`src/common/uart_baud_pkg.sv`:
```
`default_nettype none

package uart_baud_pkg;

	parameter int baud_select_width = 3;
	parameter int num_baud_rates = 2 ** baud_select_width;

	// --------------------
	// clock cycles per sample enable
	// --------------------
	// Entries are round(50 MHz / (16 * baud)) for a 50 MHz system clock
	parameter int unsigned sample_divisor_table [num_baud_rates] = '{
		326,  // 0: 9600 baud
		163,  // 1: 19200 baud
		81,   // 2: 38400 baud
		54,   // 3: 57600 baud
		27,   // 4: 115200 baud
		14,   // 5: 230400 baud
		7,    // 6: 460800 baud
		3     // 7: 921600 baud
	};

	// select 0 is the slowest rate and so the largest entry
	parameter int divisor_width = $clog2(sample_divisor_table[0] + 1);

endpackage

`default_nettype wire

```
`src/common/uart_frame_pkg.sv`:
```
`default_nettype none

package uart_frame_pkg;

	// --------------------
	// character and frame layout
	// --------------------
	parameter int data_width = 8;       // bits per character
	parameter int frame_bits = 11;      // start, data, parity, stop
	parameter int oversample = 16;      // sample enables per bit

	parameter logic start_level = 1'b0;
	parameter logic stop_level = 1'b1;
	parameter logic idle_level = 1'b1;  // line state between frames

	parameter int parity_pos = frame_bits - 2;
	parameter int stop_pos = frame_bits - 1;

	// bit 0 goes out first, so the data sits in lsb-first order after the start bit
	function automatic logic [frame_bits-1:0] build_frame(
		input logic [data_width-1:0] char_data
	);
		logic [frame_bits-1:0] frame;
		frame = '0;
		frame[0] = start_level;
		frame[data_width:1] = char_data;
		frame[parity_pos] = ^char_data;  // even parity over the data bits
		frame[stop_pos] = stop_level;
		return frame;
	endfunction

endpackage

`default_nettype wire

```
`src/hdl/tx_status_collector.sv`:
```
`timescale 1ns/1ps
`default_nettype none

module tx_status_collector #(
	parameter int num_channels = 4
) (
	input  logic                    clk,
	input  logic                    reset,
	input  logic [num_channels-1:0] busy,
	input  logic [num_channels-1:0] clear_done,
	output logic [num_channels-1:0] done,
	output logic                    irq
);

	logic [num_channels-1:0] busy_last;
	logic [num_channels-1:0] busy_fall;
	logic [num_channels-1:0] done_next;

	assign busy_fall = busy_last & ~busy;

	// a clear in the same cycle as a set only wins in that one bit
	assign done_next = (done | busy_fall) & ~clear_done;

	// --------------------
	// edge detect
	// --------------------
	always_ff @(posedge clk or posedge reset) begin
		if (reset) begin
			busy_last <= '0;
		end else begin
			busy_last <= busy;
		end
	end

	// --------------------
	// sticky flags
	// --------------------
	always_ff @(posedge clk or posedge reset) begin
		if (reset) begin
			done <= '0;
		end else begin
			done <= done_next;
		end
	end

	// follows the flags one cycle late
	always_ff @(posedge clk or posedge reset) begin
		if (reset) begin
			irq <= 1'b0;
		end else begin
			irq <= |done;
		end
	end

endmodule

`default_nettype wire

```
`src/hdl/tx_write_decoder.sv`:
```
`timescale 1ns/1ps
`default_nettype none

module tx_write_decoder #(
	parameter int num_channels = 4,
	parameter int chan_addr_width = 2
) (
	input  logic                                  clk,
	input  logic                                  reset,
	input  logic                                  wr,
	input  logic [chan_addr_width-1:0]            addr,
	input  logic [uart_frame_pkg::data_width-1:0] data,
	output logic [num_channels-1:0]               chan_wr,
	output logic [uart_frame_pkg::data_width-1:0] chan_data,
	output logic                                  addr_error
);

	logic addr_valid;
	logic [num_channels-1:0] strobe;

	assign addr_valid = (int'(addr) < num_channels);

	always_comb begin
		strobe = '0;
		for (int i = 0; i < num_channels; i++) begin
			strobe[i] = wr && (int'(addr) == i);  // at most one bit set
		end
	end

	// --------------------
	// host write registers
	// --------------------
	always_ff @(posedge clk or posedge reset) begin
		if (reset) begin
			chan_wr <= '0;
			addr_error <= 1'b0;
		end else begin
			chan_wr <= strobe;
			if (wr && !addr_valid) begin
				addr_error <= 1'b1;  // held until reset
			end
		end
	end

	// the byte is shared by all channels, only the strobe picks the target
	always_ff @(posedge clk) begin
		if (wr) begin
			chan_data <= data;
		end
	end

endmodule

`default_nettype wire

```
`src/hdl/uart_baud_controller.sv`:
```
`timescale 1ns/1ps
`default_nettype none

module uart_baud_controller (
	input  logic                                   clk,
	input  logic                                   reset,
	input  logic [uart_baud_pkg::baud_select_width-1:0] baud_select,
	output logic                                   sample_enable
);
	import uart_baud_pkg::*;

	logic [divisor_width-1:0] count;
	logic [divisor_width-1:0] reload_value;
	logic [baud_select_width-1:0] last_select;
	logic select_changed;

	assign reload_value = divisor_width'(sample_divisor_table[baud_select] - 1);
	assign select_changed = (baud_select != last_select);

	// --------------------
	// divider
	// --------------------
	// a new select reloads at once so the old, possibly long, count is not run out
	always_ff @(posedge clk or posedge reset) begin
		if (reset) begin
			count <= '0;
			last_select <= '0;
			sample_enable <= 1'b0;
		end else begin
			last_select <= baud_select;
			if (select_changed) begin
				count <= reload_value;
				sample_enable <= 1'b0;
			end else if (count == '0) begin
				count <= reload_value;
				sample_enable <= 1'b1;  // one pulse per divisor period
			end else begin
				count <= count - divisor_width'(1);
				sample_enable <= 1'b0;
			end
		end
	end

endmodule

`default_nettype wire

```
`src/hdl/uart_tx_array.sv`:
```
`timescale 1ns/1ps
`default_nettype none

module uart_tx_array #(
	parameter int num_channels = 4,
	parameter int chan_addr_width = 2
) (
	input  logic                                       clk,
	input  logic                                       reset,
	input  logic                                       wr,
	input  logic [chan_addr_width-1:0]                 addr,
	input  logic [uart_frame_pkg::data_width-1:0]      data,
	input  logic [uart_baud_pkg::baud_select_width-1:0] baud_select,
	input  logic [num_channels-1:0]                    tx_en,
	input  logic [num_channels-1:0]                    clear_done,
	output logic [num_channels-1:0]                    tx_line,
	output logic [num_channels-1:0]                    busy,
	output logic [num_channels-1:0]                    done,
	output logic                                       irq,
	output logic                                       addr_error
);
	import uart_frame_pkg::*;

	logic sample_enable;
	logic [num_channels-1:0] chan_wr;
	logic [data_width-1:0] chan_data;

	uart_baud_controller u_baud_controller (
		.clk           (clk),
		.reset         (reset),
		.baud_select   (baud_select),
		.sample_enable (sample_enable)
	);

	tx_write_decoder #(
		.num_channels    (num_channels),
		.chan_addr_width (chan_addr_width)
	) u_write_decoder (
		.clk        (clk),
		.reset      (reset),
		.wr         (wr),
		.addr       (addr),
		.data       (data),
		.chan_wr    (chan_wr),
		.chan_data  (chan_data),
		.addr_error (addr_error)
	);

	// --------------------
	// transmit channels
	// --------------------
	for (genvar i = 0; i < num_channels; i++) begin : g_channel
		uart_tx_channel u_channel (
			.clk           (clk),
			.reset         (reset),
			.sample_enable (sample_enable),  // one strobe shared by every channel
			.tx_en         (tx_en[i]),
			.wr            (chan_wr[i]),
			.data          (chan_data),
			.tx_line       (tx_line[i]),
			.busy          (busy[i])
		);
	end

	tx_status_collector #(
		.num_channels (num_channels)
	) u_status_collector (
		.clk        (clk),
		.reset      (reset),
		.busy       (busy),
		.clear_done (clear_done),
		.done       (done),
		.irq        (irq)
	);

endmodule

`default_nettype wire

```
`src/uart_tx/uart_tx_channel.sv`:
```
`timescale 1ns/1ps
`default_nettype none

module uart_tx_channel (
	input  logic                                  clk,
	input  logic                                  reset,
	input  logic                                  sample_enable,
	input  logic                                  tx_en,
	input  logic                                  wr,
	input  logic [uart_frame_pkg::data_width-1:0] data,
	output logic                                  tx_line,
	output logic                                  busy
);
	import uart_frame_pkg::*;

	localparam int sample_width = $clog2(oversample);
	localparam int index_width = $clog2(frame_bits + 1);

	typedef enum logic {
		st_idle,
		st_sending
	} state_t;

	state_t state;
	logic [frame_bits-1:0] frame;
	logic [sample_width-1:0] sample_count;
	logic [index_width-1:0] bit_index;
	logic bit_tick;
	logic take_write;
	logic frame_done;

	assign take_write = wr && tx_en && (state == st_idle);
	assign bit_tick = sample_enable && (sample_count == sample_width'(oversample - 1));
	assign frame_done = (bit_index == index_width'(frame_bits));
	assign busy = (state == st_sending);

	// --------------------
	// bit timing
	// --------------------
	// free running while enabled, so a frame starts on the next tick after the write
	always_ff @(posedge clk or posedge reset) begin
		if (reset) begin
			sample_count <= '0;
		end else if (!tx_en) begin
			sample_count <= '0;
		end else if (sample_enable) begin
			sample_count <= sample_count + sample_width'(1);  // wraps every bit
		end
	end

	// --------------------
	// frame register
	// --------------------
	always_ff @(posedge clk) begin
		if (take_write) begin
			frame <= build_frame(data);
		end
	end

	// --------------------
	// transmit FSM
	// --------------------
	always_ff @(posedge clk or posedge reset) begin
		if (reset) begin
			state <= st_idle;
			bit_index <= '0;
			tx_line <= idle_level;
		end else begin
			case (state)
				st_idle: begin
					tx_line <= idle_level;
					bit_index <= '0;
					if (take_write) begin
						state <= st_sending;
					end
				end
				st_sending: begin
					if (!tx_en) begin
						state <= st_idle;  // an abort counts as an end of frame for the collector
						tx_line <= idle_level;
					end else if (bit_tick) begin
						if (frame_done) begin
							state <= st_idle;  // stop bit has run its full width
							tx_line <= idle_level;
						end else begin
							tx_line <= frame[bit_index];
							bit_index <= bit_index + index_width'(1);
						end
					end
				end
				default: begin
					state <= st_idle;
					tx_line <= idle_level;
				end
			endcase
		end
	end

endmodule

`default_nettype wire

```
`config.mk`:
```
export PLATFORM = sky130hd
export DESIGN_NAME = uart_tx_array
export DESIGN_NICKNAME = d
export VERILOG_FILES = /design/src/common/uart_baud_pkg.sv /design/src/common/uart_frame_pkg.sv /design/src/hdl/tx_status_collector.sv /design/src/hdl/tx_write_decoder.sv /design/src/hdl/uart_baud_controller.sv /design/src/hdl/uart_tx_array.sv /design/src/uart_tx/uart_tx_channel.sv
export SDC_FILE = /design/constraint.sdc
export NUM_CORES = 1
export LEC_CHECK = 0
export BUFFER_PORTS_ARGS = -buffer_cell sky130_fd_sc_hd__buf_2
export CORE_MARGIN = 8
export CORE_UTILIZATION = 55
export CTS_CLUSTER_SIZE = 25
export DETAILED_ROUTE_END_ITERATION = 10
export GPL_TIMING_DRIVEN = 0
export PLACE_DENSITY = 0.74
export REMOVE_ABC_BUFFERS = 1
export SLEW_MARGIN = 40
export SYNTH_ARGS = -nofsm -noshare
export SYNTH_HDL_FRONTEND = slang
export SYNTH_SLANG_ARGS = --single-unit
```
`constraint.sdc`:
```
create_clock -name clk -period 5.15 [get_ports clk]
set_clock_uncertainty 0.05 [all_clocks]
set_input_delay 0.2575 -clock clk [delete_from_list [all_inputs] [get_ports clk]]
set_output_delay 0.2575 -clock clk [all_outputs]
set_load 0.01 [all_outputs]
```
==> impl_metrics.json <==
{
  "finalInstanceArea_um2": 5480,
  "layout_common_cells": "61 x sky130_fd_sc_hd__dfrtp_1, 44 x sky130_fd_sc_hd__edfxtp_1, 36 x sky130_fd_sc_hd__buf_2",
  "slew_headroom_pct": 49.9,
  "yosys_warnings": 0,
  "synthToLayoutAreaGrowth_pct": 9.47,
  "final-hold-violation-count": 0,
  "crit_chain": "buf_2 > inv_1 > ha_1 > o21ai_0 > ha_1 > nor2b_1 > o31ai_1 > o211ai_1 > mux2_2",
  "layout.nets": 475,
  "ios": 38,
  "post-place-ws_ns": 2.72,
  "final.min_clock_period_ns": 2.00,
  "power.total_mw": 1.57,
  "finish.cell_count_without_fillers": 553,
  "crit_slowest_cell": "sky130_fd_sc_hd__ha_1",
  "timing.hold.worst.class": "input port to register",
  "async_flop_share_pct": 60.0,
  "number_of_flip_flops_and_latches_in_the_synthesized_netlist": 110,
  "synth_enable_flop_cells": 44,
  "fp.dieArea_um2": 12400,
  "drc_violation_count_after_routing": 0,
  "number_of_antenna_repair_diodes": 0,
  "cts_max_path_buffers": 2,
  "place.detailed.hpwl_mm": 5.91,
  "critical_path.startpoint_type": "input port",
  "p_leak_nw": 2.25,
  "syn_area_um2": 5000,
  "drt-vias-per-instance": 5.51,
  "cp_num_buf_inv": 2,
  "worst-endpoint-arrival_ns": 2.21,
  "largest_net_degree_at_the_start_of_global_routing": 42,
  "fillers": 720,
  "synth_top_area_share_pct": 31.0,
  "cts_sinks": 110,
  "drtPass1Iterations": 4,
  "pwr_density_cell_nw_per_um2": 287,
  "worst_pin_slew_ns": 0.749,
  "clk_pin_slew_ns": 0.11,
  "avgRoutedWirePerCell_um": 15.1,
  "num_vias": 3046,
  "grt_first_pass_wirelength_mm": 14.5,
  "tritoncts": "done",
  "timing.critical_path.mode_cell": "sky130_fd_sc_hd__ha_1",
  "required_worst_endpoint_ns": 5.36,
  "utilization_pct": 60.7,
  "layout-drive-gt1-share_pct": 15.4,
  "cts_setup_buffers": 0,
  "post-route-worst-setup-slack_ns": 3.15,
  "die_h_um": 111,
  "clock_root_cell": "sky130_fd_sc_hd__clkbuf_8",
  "place_congestion": 0.811,
  "grt_pass1_vias": 3001,
  "placed_cell_area_um2": 5210,
  "cts-buffers-inserted": 9,
  "core_um2": 9020,
  "io_buf_count": 36,
  "setup.worst_path.end_class": "register",
  "postSynth.topFlopCell": "sky130_fd_sc_hd__dfrtp_1",
  "initial_core_util_pct": 55.5,
  "wirelength_mm": 8.37,
  "yosysSeqAreaShare_pct": 59.5,
  "numPlacedInstances": 527,
  "die_x_extent_um": 111,
  "syn_inst": 398,
  "global_route.overflow_total": 0,
  "multi_input_comb_area_um2": 1840,
  "htreeDepth": 3,
  "biggest_area_contributors_in_the_synthesized_netlist": "sky130_fd_sc_hd__dfrtp_1 31%, sky130_fd_sc_hd__edfxtp_1 26%, sky130_fd_sc_hd__mux2i_1 4.2%",
  "critical_path_peak_fanout": 7,
  "rsz0062_at_grt": "no",
  "timing.setup.critical_path_class": "input port to register",
  "dr.first_iter.drc_count": 135,
  "synth_area_per_cell_um2": 12.6,
  "peakVddDrop_mv": 0.166,
  "rows": 35,
  "number_of_antenna_violations_at_the_first_check_in_global_routing": 0,
  "result_of_the_run": "finished clean",
  "final.setup.tns_ns": 0,
  "critical_path.max_stage_delay_ns": 0.37,
  "cap_violations": 0,
  "post-route-period-util_pct": 38.9,
  "yosys.area.top_type": "sky130_fd_sc_hd__dfrtp_1",
  "finalSetupViolations": 0,
  "grt_util_all_layers_pct": 14.2,
  "ant_nets": 0,
  "clkLatencyLatePin_ns": 0.36,
  "worst_hold_margin_ns": 0.0169,
  "slew_violations": 0,
  "worst_path_dominant_cell_family": "compound AO/OA/AOI/OAI gates",
  "layout.cells.most_common": "sky130_fd_sc_hd__dfrtp_1",
  "max_freq_mhz": 500,
  "yosys.cell_types.count": 46,
  "seqCellArea_um2": 2980
}
[where the power goes]
part | internal (mW) | switching, mW
Combinational | 0.0563 | 0.0708
Clock | 0.180 | 0.284
Sequential | 0.952 | 0.0257
Total | 1.19 | 0.381
[cell usage after synthesis, types with 5 or more instances]
cell type	instances
sky130_fd_sc_hd__nand4_1	11
sky130_fd_sc_hd__xor2_1	19
sky130_fd_sc_hd__nand2_1	21
sky130_fd_sc_hd__mux2i_1	21
sky130_fd_sc_hd__xnor2_1	19
sky130_fd_sc_hd__ha_1	14
sky130_fd_sc_hd__buf_4	9
sky130_fd_sc_hd__nand3b_1	5
sky130_fd_sc_hd__edfxtp_1	44
sky130_fd_sc_hd__nor2b_1	8
sky130_fd_sc_hd__dfrtp_1	62
sky130_fd_sc_hd__nor2_1	30
sky130_fd_sc_hd__nor3b_1	5
sky130_fd_sc_hd__inv_1	12
sky130_fd_sc_hd__and2_1	12
sky130_fd_sc_hd__o21ai_0	7
sky130_fd_sc_hd__a21oi_1	15
sky130_fd_sc_hd__nand2b_1	8
sky130_fd_sc_hd__nor3_1	8
sky130_fd_sc_hd__nand3_1	11
[layer usage]
layer | GRT usage, % | share of wire (%) | vias to the layer above
met1 | 18.5 | 47 | 1506
li1 | - | - | 1479
met4 | 3.56 | 1.0 | 0
met3 | 3.98 | 3.4 | 9
met2 | 22.8 | 48 | 52
met5 | 0 | 0 | -
[kinds of logic after synthesis]
family | share of synthesized area, %
simple gates | 15.4
other cells | 0.0749
mux | 6.90
xor+xnor | 6.65
flops | 59.5
fa+ha+maj | 3.50
compound gates | 4.30
buf+inv | 3.70
[sequential cells by signal, indices dropped and copies added (netlist names), 3 cells and up]
name and cells:
g_channel.u_channel.bit_index 16, g_channel.u_channel.busy 4, g_channel.u_channel.frame 36, g_channel.u_channel.sample_count 16
g_channel.u_channel.tx_line 4, u_baud_controller.count 9, u_baud_controller.last_select 3, u_status_collector.busy_last 4
u_status_collector.done 4, u_write_decoder.chan_data 8, u_write_decoder.chan_wr 4
[area by class of cell]
cell class              instances  area share [%]
multi-input cells             257            33.6
well taps                     111            2.53
clock inverters                 6           0.799
inverters                      12           0.868
clock buffers                  10            2.33
flip-flops and latches        110            54.4
repair buffers                 47            5.48
[what timing repair did]
item | CTS | global route
endpoints found under the hold margin | 28 | 5
gates resized for setup | 0 | 0
hold buffers | 5 | 5
[path summary, 6_finish.rpt]
check                                            startpoint                               end  slack (ns)  depth (start not counted)
worst max register to register   u_baud_controller.count[0]        u_baud_controller.count[6]        3.23                          6
min in group asynchronous                             reset  u_baud_controller.last_select[2]        0.36                          3
worst max-delay path                         baud_select[1]        u_baud_controller.count[4]        3.15                          9
worst min register to register  g_channel[2].u_channel.busy   u_status_collector.busy_last[2]        0.41                          0
worst min-delay path                                data[3]      u_write_decoder.chan_data[3]        0.02                          1
max in group asynchronous                             reset    g_channel[1].u_channel.tx_line        4.10                          4
Note: power is estimated with default switching activity, not from simulation.
